===== src/hdl/rvIsaPkg.sv =====
package rvIsaPkg;

    typedef logic [31:0] word_t;
    typedef logic [31:0] addr_t;
    typedef logic [4:0]  regName_t;
    typedef logic [31:0] imm_t;
    typedef logic [6:0]  opcode_t;
    typedef logic [2:0]  funct3_t;

    // major opcodes in inst[6:0].
    localparam opcode_t OP_LUI    = 7'b0110111;
    localparam opcode_t OP_AUIPC  = 7'b0010111;
    localparam opcode_t OP_JAL    = 7'b1101111;
    localparam opcode_t OP_JALR   = 7'b1100111;
    localparam opcode_t OP_BRANCH = 7'b1100011;
    localparam opcode_t OP_LOAD   = 7'b0000011;
    localparam opcode_t OP_STORE  = 7'b0100011;
    localparam opcode_t OP_IMM    = 7'b0010011;
    localparam opcode_t OP_REG    = 7'b0110011;

    // branch funct3.
    localparam funct3_t F3_BEQ  = 3'b000;
    localparam funct3_t F3_BNE  = 3'b001;
    localparam funct3_t F3_BLT  = 3'b100;
    localparam funct3_t F3_BGE  = 3'b101;
    localparam funct3_t F3_BLTU = 3'b110;
    localparam funct3_t F3_BGEU = 3'b111;

    // load and store width.
    localparam funct3_t F3_LB  = 3'b000;
    localparam funct3_t F3_LH  = 3'b001;
    localparam funct3_t F3_LW  = 3'b010;
    localparam funct3_t F3_LBU = 3'b100;
    localparam funct3_t F3_LHU = 3'b101;
    localparam funct3_t F3_SB  = 3'b000;
    localparam funct3_t F3_SH  = 3'b001;
    localparam funct3_t F3_SW  = 3'b010;

    // alu funct3 shared by OP and OP-IMM.
    localparam funct3_t F3_ADD  = 3'b000;
    localparam funct3_t F3_SLL  = 3'b001;
    localparam funct3_t F3_SLT  = 3'b010;
    localparam funct3_t F3_SLTU = 3'b011;
    localparam funct3_t F3_XOR  = 3'b100;
    localparam funct3_t F3_SR   = 3'b101;
    localparam funct3_t F3_OR   = 3'b110;
    localparam funct3_t F3_AND  = 3'b111;

    typedef enum logic [5:0] {
        NOP, LUI, AUIPC, JAL, JALR,
        BEQ, BNE, BLT, BGE, BLTU, BGEU,
        LB, LH, LW, LBU, LHU,
        SB, SH, SW,
        ADDI, SLTI, SLTIU, XORI, ORI, ANDI, SLLI, SRLI, SRAI,
        ADD, SUB, SLL, SLT, SLTU, XOR, SRL, SRA, OR, AND
    } microOp_t;

endpackage


===== src/hdl/frontEndPkg.sv =====
package frontEndPkg;

    import rvIsaPkg::*;

    localparam int QUEUE_DEPTH = 4;
    localparam int QUEUE_PTR_W = $clog2(QUEUE_DEPTH);
    localparam int QUEUE_CNT_W = $clog2(QUEUE_DEPTH + 1);

    typedef logic [QUEUE_PTR_W-1:0] queuePtr_t;
    typedef logic [QUEUE_CNT_W-1:0] queueCount_t;

    // one fetched word with its pc and static prediction.
    typedef struct packed {
        word_t inst;
        addr_t pc;
        logic  predictTaken;
    } fetchEntry_t;

    // decoded packet handed to rename and rob.
    typedef struct packed {
        logic     valid;
        microOp_t op;
        regName_t rs1;
        regName_t rs2;
        regName_t rd;
        imm_t     imm;
        addr_t    pc;
        logic     predictTaken;
    } issuePacket_t;

endpackage


===== src/hdl/instFetch.sv =====
`timescale 1ns/1ps

module instFetch (
    input  logic                     clk,
    input  logic                     rst,
    output rvIsaPkg::addr_t          imemAddr,
    input  rvIsaPkg::word_t          imemData,
    output logic                     pushValid,
    output frontEndPkg::fetchEntry_t pushEntry,
    input  logic                     pushReady
);
    import rvIsaPkg::*;

    addr_t   pc;
    addr_t   nextPc;
    opcode_t opcode;
    imm_t    jImm;
    imm_t    bImm;
    logic    isJal;
    logic    isBackBranch;
    logic    predictTaken;
    logic    fetchEn;
    logic    pushFire;

    // memory is word indexed.
    assign imemAddr = {2'b00, pc[31:2]};

    assign opcode = imemData[6:0];
    assign jImm = {{12{imemData[31]}}, imemData[19:12], imemData[20],
                   imemData[30:21], 1'b0};
    assign bImm = {{20{imemData[31]}}, imemData[7], imemData[30:25],
                   imemData[11:8], 1'b0};

    // jal always predicted taken, branches only when backward.
    assign isJal        = (opcode == OP_JAL);
    assign isBackBranch = (opcode == OP_BRANCH) && imemData[31];
    assign predictTaken = isJal || isBackBranch;

    always_comb begin
        if (isJal) begin
            nextPc = pc + jImm;
        end else if (isBackBranch) begin
            nextPc = pc + bImm;
        end else begin
            nextPc = pc + 32'd4;
        end
    end

    assign pushValid = fetchEn;
    assign pushEntry = '{inst: imemData, pc: pc, predictTaken: predictTaken};
    assign pushFire  = pushValid && pushReady;

    always_ff @(posedge clk) begin
        if (rst) begin
            pc      <= '0;
            fetchEn <= 1'b0;
        end else begin
            fetchEn <= 1'b1;
            // hold pc while the queue is full.
            if (pushFire) begin
                pc <= nextPc;
            end
        end
    end

    pcAligned: assert property (
        @(posedge clk) disable iff (rst) pc[1:0] == 2'b00
    ) else $error("fetch pc %h not word aligned", pc);

endmodule


===== src/hdl/instQueue.sv =====
`timescale 1ns/1ps

module instQueue (
    input  logic                     clk,
    input  logic                     rst,
    input  logic                     pushValid,
    input  frontEndPkg::fetchEntry_t pushEntry,
    output logic                     pushReady,
    output logic                     popValid,
    output frontEndPkg::fetchEntry_t popEntry,
    input  logic                     popReady
);
    import frontEndPkg::*;

    fetchEntry_t mem [QUEUE_DEPTH];
    queuePtr_t   wrPtr;
    queuePtr_t   rdPtr;
    queueCount_t count;
    logic        pushFire;
    logic        popFire;

    assign pushReady = (count != queueCount_t'(QUEUE_DEPTH));
    assign popValid  = (count != '0);
    assign popEntry  = mem[rdPtr];
    assign pushFire  = pushValid && pushReady;
    assign popFire   = popValid && popReady;

    always_ff @(posedge clk) begin
        if (pushFire) begin
            mem[wrPtr] <= pushEntry;
        end
    end

    always_ff @(posedge clk) begin
        if (rst) begin
            wrPtr <= '0;
            rdPtr <= '0;
            count <= '0;
        end else begin
            if (pushFire) begin
                wrPtr <= (wrPtr == queuePtr_t'(QUEUE_DEPTH - 1)) ? '0 : wrPtr + 1'b1;
            end
            if (popFire) begin
                rdPtr <= (rdPtr == queuePtr_t'(QUEUE_DEPTH - 1)) ? '0 : rdPtr + 1'b1;
            end
            // both at once leaves count alone.
            case ({pushFire, popFire})
                2'b10:   count <= count + 1'b1;
                2'b01:   count <= count - 1'b1;
                default: ;
            endcase
        end
    end

    // a full queue has its write pointer wrapped onto the read pointer.
    fullPtrsMeet: assert property (
        @(posedge clk) disable iff (rst)
        !pushReady |-> wrPtr == rdPtr
    ) else $error("queue full while write and read pointers differ");

    emptyPtrsMeet: assert property (
        @(posedge clk) disable iff (rst)
        !popValid |-> wrPtr == rdPtr
    ) else $error("queue empty while write and read pointers differ");

endmodule


===== src/hdl/instDecoder.sv =====
`timescale 1ns/1ps

module instDecoder (
    input  logic                      clk,
    input  logic                      rst,
    input  logic                      popValid,
    input  frontEndPkg::fetchEntry_t  popEntry,
    output logic                      popReady,
    output frontEndPkg::issuePacket_t issue,
    input  logic                      issueReady
);
    import rvIsaPkg::*;
    import frontEndPkg::*;

    word_t        inst;
    opcode_t      opcode;
    funct3_t      funct3;
    logic         altFunct;
    imm_t         imm;
    microOp_t     op;
    issuePacket_t nextIssue;
    logic         popFire;

    assign inst     = popEntry.inst;
    assign opcode   = inst[6:0];
    assign funct3   = inst[14:12];
    // bit 30 picks sub/sra.
    assign altFunct = inst[30];

    always_comb begin
        case (opcode)
            OP_LUI, OP_AUIPC:         imm = {inst[31:12], 12'b0};
            OP_JAL:                   imm = {{12{inst[31]}}, inst[19:12], inst[20],
                                             inst[30:21], 1'b0};
            OP_BRANCH:                imm = {{20{inst[31]}}, inst[7], inst[30:25],
                                             inst[11:8], 1'b0};
            OP_JALR, OP_IMM, OP_LOAD: imm = {{21{inst[31]}}, inst[30:20]};
            OP_STORE:                 imm = {{21{inst[31]}}, inst[30:25], inst[11:7]};
            default:                  imm = '0;
        endcase
    end

    always_comb begin
        op = NOP;
        case (opcode)
            OP_LUI:   op = LUI;
            OP_AUIPC: op = AUIPC;
            OP_JAL:   op = JAL;
            OP_JALR:  op = JALR;
            OP_BRANCH: begin
                case (funct3)
                    F3_BEQ:  op = BEQ;
                    F3_BNE:  op = BNE;
                    F3_BLT:  op = BLT;
                    F3_BGE:  op = BGE;
                    F3_BLTU: op = BLTU;
                    F3_BGEU: op = BGEU;
                    default: op = NOP;
                endcase
            end
            OP_LOAD: begin
                case (funct3)
                    F3_LB:   op = LB;
                    F3_LH:   op = LH;
                    F3_LW:   op = LW;
                    F3_LBU:  op = LBU;
                    F3_LHU:  op = LHU;
                    default: op = NOP;
                endcase
            end
            OP_STORE: begin
                case (funct3)
                    F3_SB:   op = SB;
                    F3_SH:   op = SH;
                    F3_SW:   op = SW;
                    default: op = NOP;
                endcase
            end
            OP_IMM: begin
                // bit 30 is part of the immediate except for shifts.
                case (funct3)
                    F3_ADD:  op = ADDI;
                    F3_SLT:  op = SLTI;
                    F3_SLTU: op = SLTIU;
                    F3_XOR:  op = XORI;
                    F3_OR:   op = ORI;
                    F3_AND:  op = ANDI;
                    F3_SLL:  op = altFunct ? NOP : SLLI;
                    F3_SR:   op = altFunct ? SRAI : SRLI;
                    default: op = NOP;
                endcase
            end
            OP_REG: begin
                case ({altFunct, funct3})
                    {1'b0, F3_ADD}:  op = ADD;
                    {1'b1, F3_ADD}:  op = SUB;
                    {1'b0, F3_SLL}:  op = SLL;
                    {1'b0, F3_SLT}:  op = SLT;
                    {1'b0, F3_SLTU}: op = SLTU;
                    {1'b0, F3_XOR}:  op = XOR;
                    {1'b0, F3_SR}:   op = SRL;
                    {1'b1, F3_SR}:   op = SRA;
                    {1'b0, F3_OR}:   op = OR;
                    {1'b0, F3_AND}:  op = AND;
                    default:         op = NOP;
                endcase
            end
            default: op = NOP;
        endcase
    end

    assign nextIssue = '{valid: 1'b1,
                         op: op,
                         rs1: inst[19:15],
                         rs2: inst[24:20],
                         rd: inst[11:7],
                         imm: imm,
                         pc: popEntry.pc,
                         predictTaken: popEntry.predictTaken};

    // take a new entry once the current packet is gone or leaving.
    assign popReady = !issue.valid || issueReady;
    assign popFire  = popValid && popReady;

    always_ff @(posedge clk) begin
        if (rst) begin
            issue.valid <= 1'b0;
        end else if (popFire) begin
            issue <= nextIssue;
        end else if (issueReady) begin
            issue.valid <= 1'b0;
        end
    end

    issueHeld: assert property (
        @(posedge clk) disable iff (rst)
        issue.valid && !issueReady |=> $stable(issue)
    ) else $error("issue packet changed while stalled");

endmodule


===== src/hdl/frontEndTop.sv =====
`timescale 1ns/1ps

module frontEndTop (
    input  logic                      clk,
    input  logic                      rst,
    output rvIsaPkg::addr_t           imemAddr,
    input  rvIsaPkg::word_t           imemData,
    output frontEndPkg::issuePacket_t issue,
    input  logic                      issueReady
);
    import frontEndPkg::*;

    logic        pushValid;
    logic        pushReady;
    fetchEntry_t pushEntry;
    logic        popValid;
    logic        popReady;
    fetchEntry_t popEntry;

    instFetch fetch (
        .clk       (clk),
        .rst       (rst),
        .imemAddr  (imemAddr),
        .imemData  (imemData),
        .pushValid (pushValid),
        .pushEntry (pushEntry),
        .pushReady (pushReady)
    );

    instQueue queue (
        .clk       (clk),
        .rst       (rst),
        .pushValid (pushValid),
        .pushEntry (pushEntry),
        .pushReady (pushReady),
        .popValid  (popValid),
        .popEntry  (popEntry),
        .popReady  (popReady)
    );

    instDecoder decoder (
        .clk        (clk),
        .rst        (rst),
        .popValid   (popValid),
        .popEntry   (popEntry),
        .popReady   (popReady),
        .issue      (issue),
        .issueReady (issueReady)
    );

endmodule


===== config.mk =====
export PLATFORM = sky130hd
export DESIGN_NAME = frontEndTop
export DESIGN_NICKNAME = d
export VERILOG_FILES = /design/src/hdl/rvIsaPkg.sv /design/src/hdl/frontEndPkg.sv /design/src/hdl/instFetch.sv /design/src/hdl/instQueue.sv /design/src/hdl/instDecoder.sv /design/src/hdl/frontEndTop.sv
export SDC_FILE = /design/constraint.sdc
export NUM_CORES = 1
export LEC_CHECK = 0
export ABC_AREA = 1
export BUFFER_PORTS_ARGS = -buffer_cell sky130_fd_sc_hd__buf_2
export CORE_MARGIN = 5
export CORE_UTILIZATION = 38
export DETAILED_ROUTE_END_ITERATION = 10
export SLEW_MARGIN = 20
export SYNTH_ARGS = -nofsm -noshare
export SYNTH_HDL_FRONTEND = slang
export SYNTH_HIERARCHICAL = 1
export SYNTH_SLANG_ARGS = --single-unit

===== constraint.sdc =====
create_clock -name clk -period 7.8 [get_ports clk]
set_input_delay 0.78 -clock clk [delete_from_list [all_inputs] [get_ports clk]]
set_output_delay 0.78 -clock clk [all_outputs]
set_load 0.02 [all_outputs]

### Word level (Yosys, flattened, before mapping)

Memories as Yosys holds them, arrays and structs flattened. A register that Yosys moved wholly into a read port is not among the register bits.
Cells that the tools add are included.

| cells by class | value |
|---|---|
| $add $sub $neg | 7 |
| equality and inequality tests | 23 |
| mux-type cells | 20 |
| bitwise logic cells | 1 |
| reductions and logical operators | 13 |

Operators with widths:

| operator | count |
|---|---|
| $pmux W32 S5 | 1 |
| $add A32 B32 Y32 | 2 |
| $mux W32 | 2 |
| $pmux W6 S9 | 1 |
| $pmux W6 S8 | 1 |
| $eq A7 B7 Y1 const B | 5 |
| $add A32 B3 Y32 const B | 1 |
| $pmux W4 S6 | 1 |
| $eq A7 B6 Y1 const B | 3 |
| $pmux W4 S5 | 1 |
| $pmux W5 S3 | 1 |
| $eq A7 B5 Y1 const B | 2 |
| $eq A3 B3 Y1 const B | 4 |
| $mux W2 | 4 |
| $eq A7 B2 Y1 const B | 1 |
| $eq A2 B2 Y1 const B | 3 |
| $eq A3 B2 Y1 const B | 2 |
| $mux W1 | 6 |
| $pmux W3 S2 | 1 |
| $mux W5 | 1 |
| $add A2 B1 Y2 const B | 2 |
| $reduce_bool A2 Y1 | 2 |
| $add A3 B1 Y3 const B | 1 |
| $eq A3 B1 Y1 const B | 1 |
| 12 further kinds | 15 |

| word-level totals | value |
|---|---|
| register bits after elaboration | 127 |
| RAM bits | 260 |
| bits in read-only memories | 96 |
| input port bits | 35 |
| output and inout bits | 119 |
| word-level logic and storage cells | 79 |
| memories | 2 |

Memories:

| name | depth | width | read ports | clocked after memory_dff | wr ports | line | source |
|---|---|---|---|---|---|---|---|
| queue.mem | 4 | 65 | 1 | 1 | 1 | instQueue.sv:15 | `fetchEntry_t mem [QUEUE_DEPTH];` |
| (no name shown) | 16 | 6 | 1 | 0 | 0 | instDecoder.sv:94 | `case ({altFunct, funct3})` |

### Longest topological paths before layout

| depth | value |
|---|---|
| depth in word-level cells | 5 |
| mapped depth | 18 |
| depth with buffers taken out | 18 |

### Modules after synthesis

The synthesis kept the hierarchy.

By module, submodules not included:

| module | instances | cells an instance | area an instance (um^2) | sequential area each (um^2) |
|---|---|---|---|---|
| instQueue | 1 | 699 | 10448.8 | 7987.7 |
| instFetch | 1 | 1193 | 6596.3 | 640.6 |
| instDecoder | 1 | 323 | 3836.2 | 2602.5 |

### Least setup slack after synthesis

OpenSTA, ideal clock, no wires.

| path | value |
|---|---|
| path type | input-to-reg |
| start | input port rst |
| end | register, netlist name decoder/issue[0] |
| setup time | 0.635 ns |
| data arrival time | 6.656 ns |
| required time | 7.165 ns |
| slack | 0.508 ns |
| cell stages on the path | 1 |
| path buffers | 0 |
| cells stage by stage | nor3_1 |

| on the way | value |
|---|---|
| cells in the longest elaborated chain, start to end | 2 |

Ends and longest elaborated chain:

| item | line | source |
|---|---|---|
| start: declaration | frontEndTop.sv:5 | `input logic rst,` |
| $not A1 Y1 (no source line) | n/a |  |
| $reduce_and A2 Y1 (no source line) | n/a |  |

No other way between the ends.
A chain may end at the register's enable or synchronous reset.

==> results.md <==
- Setup repair after global routing missed its margin: no
- Critical R2R Capture: decoder/issue[80]
- Total of max-cap violations: 0
- Via count: 15938
- Placement row count: 86
- Count of buffers from port buffering: 151
- Max Clock Skew: 22.38 ps
- Overflow after GRT: 0
- Crit path launch type: flop
- Hold/Removal Path Class: in2reg
- Buffers from clock root to sink, at most: 3
- Number of distinct library cells after synthesis: 57
- Wire length of the first global-routing pass: 91020 um
- Global-route usage over all layers: 0.1959
- Fmax: 274.1 MHz
- CTS H-tree lvls: 2
- Number of ports placed on the die boundary: 154
- Area enclosed by the die boundary: 59740 um^2
- Synth-to-Final Area Change: 10.70%
- Count of mapped cells out of synthesis: 2215
- Post-synthesis cell type with the largest combined area: sky130_fd_sc_hd__edfxtp_1
- Delay of the slowest cell on the worst path: 800 ps
- TritonCTS clock tree: yes
- Hpwl dp: 43010 um
- Sort of element at the end of the critical path: flop
- Run status: completed
- Final setup vio count: 0
- Worst supply voltage drop on vdd: 0.1931 mV
- # Post-CTS Setup Buffers: 0
- Dominant synthesized flop cell: sky130_fd_sc_hd__edfxtp_1
- Hold Path Sink: queue/mem[1][33]
- Syn Std Cell Area: 20880 um^2
- Critical-path cell with the highest stage delay: sky130_fd_sc_hd__buf_4
- Origin of the worst min-delay path: imemData[0]
- Most area-consuming cells after synthesis: sky130_fd_sc_hd__edfxtp_1, sky130_fd_sc_hd__nand2_1, sky130_fd_sc_hd__nor2_1
- Number of sinks driven by the clock tree: 388
- Post-placement setup slack: 4179 ps
- CP arrival: 3960 ps
- Core region area: 54770 um^2
- Vertical die dimension: 244.4 um
- Later-pin clock latency in the skew report: 570 ps
- Rel. slew slack: 0.2972
- Number of CTS-inserted buffers: 42
- First-iteration detailed-routing DRC count: 1388
- Critical Path Fanout Max: 73
- Critical path class: reg2reg
- DR vias/cell: 5.265
- Initial Utilization: 0.3813
- Number of enable flip-flop cells after synthesis: 346
- Post-detailed-routing wire length: 60200 um
- Static Leak: 9.401 nW
- Number of cells on the worst hold path: 1
- Pin count of the biggest net entering global routing: 74
- Final slew viol count: 0
- Hold bufs inserted after CTS: 0
- Commonest cells in the synthesized netlist: sky130_fd_sc_hd__nand2_1, sky130_fd_sc_hd__edfxtp_1, sky130_fd_sc_hd__nor2_1, sky130_fd_sc_hd__inv_1, sky130_fd_sc_hd__o21ai_0
- Total of cells resized after clock tree synthesis: 0
- Length in cells of the worst reg-to-reg path: 12
- Part of the cycle the worst path needs: 0.4677
- Antenna diode instance count: 0
- # DRC: 0
- Final standard cell utilization of the core: 0.4220
- Pre-Repair DR Iteration Count: 5
- Final layout net count: 2383
- Clock tree root buffer cell: sky130_fd_sc_hd__clkbuf_16
- Critical-path cell list: inv_6, buf_4, o21ai_0, o22ai_2, inv_1, ha_1, inv_1, nor2_1, nor2_1, o21ai_0, nand2_1, nand3_1
- Share of synthesized flip-flops with an asynchronous set or reset: 0
- Post-Route Setup TNS: 0 ps
- Share of the synthesized area in the top cell type: 0.4976
- Final antenna-violating net count: 0
- Share of layout cells above drive strength 1: 0.1614
- R2r setup slk: 4150 ps
- Count of final hold-check violations: 0
- Pwr per Cell Area: 336.4 nW/um^2
- Clock-pin slew reported for the worst setup and hold paths after clock tree synthesis: 60 ps
- Die boundary width: 244.4 um
- Via count of the first global-routing pass: 14919
- Slew @ Worst Pin: 1054 ps
- Post-synthesis area per instance: 9.427 um^2
- Final critical delay including setup and external delays: 3648 ps
- Most frequent cell after synthesis: sky130_fd_sc_hd__nand2_1
- Proportion of synthesized chip area in sequential cells: 0.5378
- Global placer's final weighted congestion: 0.9954
- Synth Warn #: 6
- Synth Register Bits: 388
- Final Worst Setup Slack: 4152 ps
- Final routed wire length divided by cell count: 19.89 um
- Initial antenna violation count: 1
- Required time reported for the critical path endpoint: 8110 ps
through the flow:
step                      hold slack (ps)  std cells  power, mW  cell area, um^2
after floorplan                     482.7       2217      5.055            20890
after global placement              507.1       2950      5.810            21720
after detailed placement            523.9       2950      5.847            21720
after CTS                           408.5       3027      7.855            23110
after global routing                433.9       3027      8.244            23110
final                               442.7       3027      7.775            23110
cell type report:
class	instances	area (um^2)
fill	5281	31660
sequential	388	11240
multi-input combinational	1474	7915
clock buffer	51	1105
tap	704	880.8
timing repair buffer	165	860.8
inverter	219	828.3
clock inverter	26	289.0
sequential cells by signal, indices dropped and copies added, names as in the netlist, named ones only:
register,flops
queue/wrPtr,2
queue/mem,260
fetch/pushValid,1
queue/count,3
queue/rdPtr,2
decoder/issue,87
fetch/pc,31
logic make-up (layout without fill, tap and decap cells):
kind of cell / Yosys count / in the layout / synth area share
other: 1 / 3 / 0.0001796
buffers and inverters: 355 / 461 / 0.08545
adder cells (fa/ha/maj): 58 / 58 / 0.03583
flip-flops: 388 / 388 / 0.5378
multiplexers: 1 / 1 / 0.0005392
XOR/XNOR: 25 / 25 / 0.01049
AND/OR/NAND/NOR: 970 / 970 / 0.2133
AO/OA/AOI/OAI: 417 / 417 / 0.1164
placed cells by master (no fill, tap or decap), types with 45 or more instances in the layout:
master and instances:
sky130_fd_sc_hd__nand3_1 124, sky130_fd_sc_hd__buf_2 151, sky130_fd_sc_hd__o22ai_1 45, sky130_fd_sc_hd__inv_1 204
sky130_fd_sc_hd__a21oi_1 98, sky130_fd_sc_hd__o21ai_0 172, sky130_fd_sc_hd__nor2_1 237, sky130_fd_sc_hd__ha_1 55
sky130_fd_sc_hd__edfxtp_1 346, sky130_fd_sc_hd__nand2_1 463
power by group:
group,internal (mW),switching (mW)
clock network,1.16,0.835
registers,2.75,0.208
logic,0.785,2.04
total,4.69,3.08
routing by layer:
metal / vias to the layer above / track usage / routed length [um]
li1: 7675 / - / -
met1: 7634 / 0.2725 / 26980
met2: 526 / 0.3166 / 27760
met3: 103 / 0.03148 / 3625
met4: 0 / 0.06205 / 1831
met5: - / 0 / 0
how the worst max path moves through the flow:
stage / slack (ps) / end
floorplan: 510 / decoder/issue[0]
global placement: 4180 / decoder/issue[83]
detailed placement: 4180 / decoder/issue[80]
CTS: 4180 / decoder/issue[83]
global route: 3790 / decoder/issue[80]
finish: 4150 / decoder/issue[80]
worst max-delay path: cells and delay by family, from the launching register on:
| kind | cells | cell delay (ps) |
|---|---|---|
| buffers and inverters | 4 | 1470 |
| AOI/OAI and AO/OA | 3 | 700 |
| and+or+nand+nor | 4 | 470 |
| DFF | 1 | 410 |
| adders and majority gates | 1 | 240 |
(Power assumes the default switching activity.)
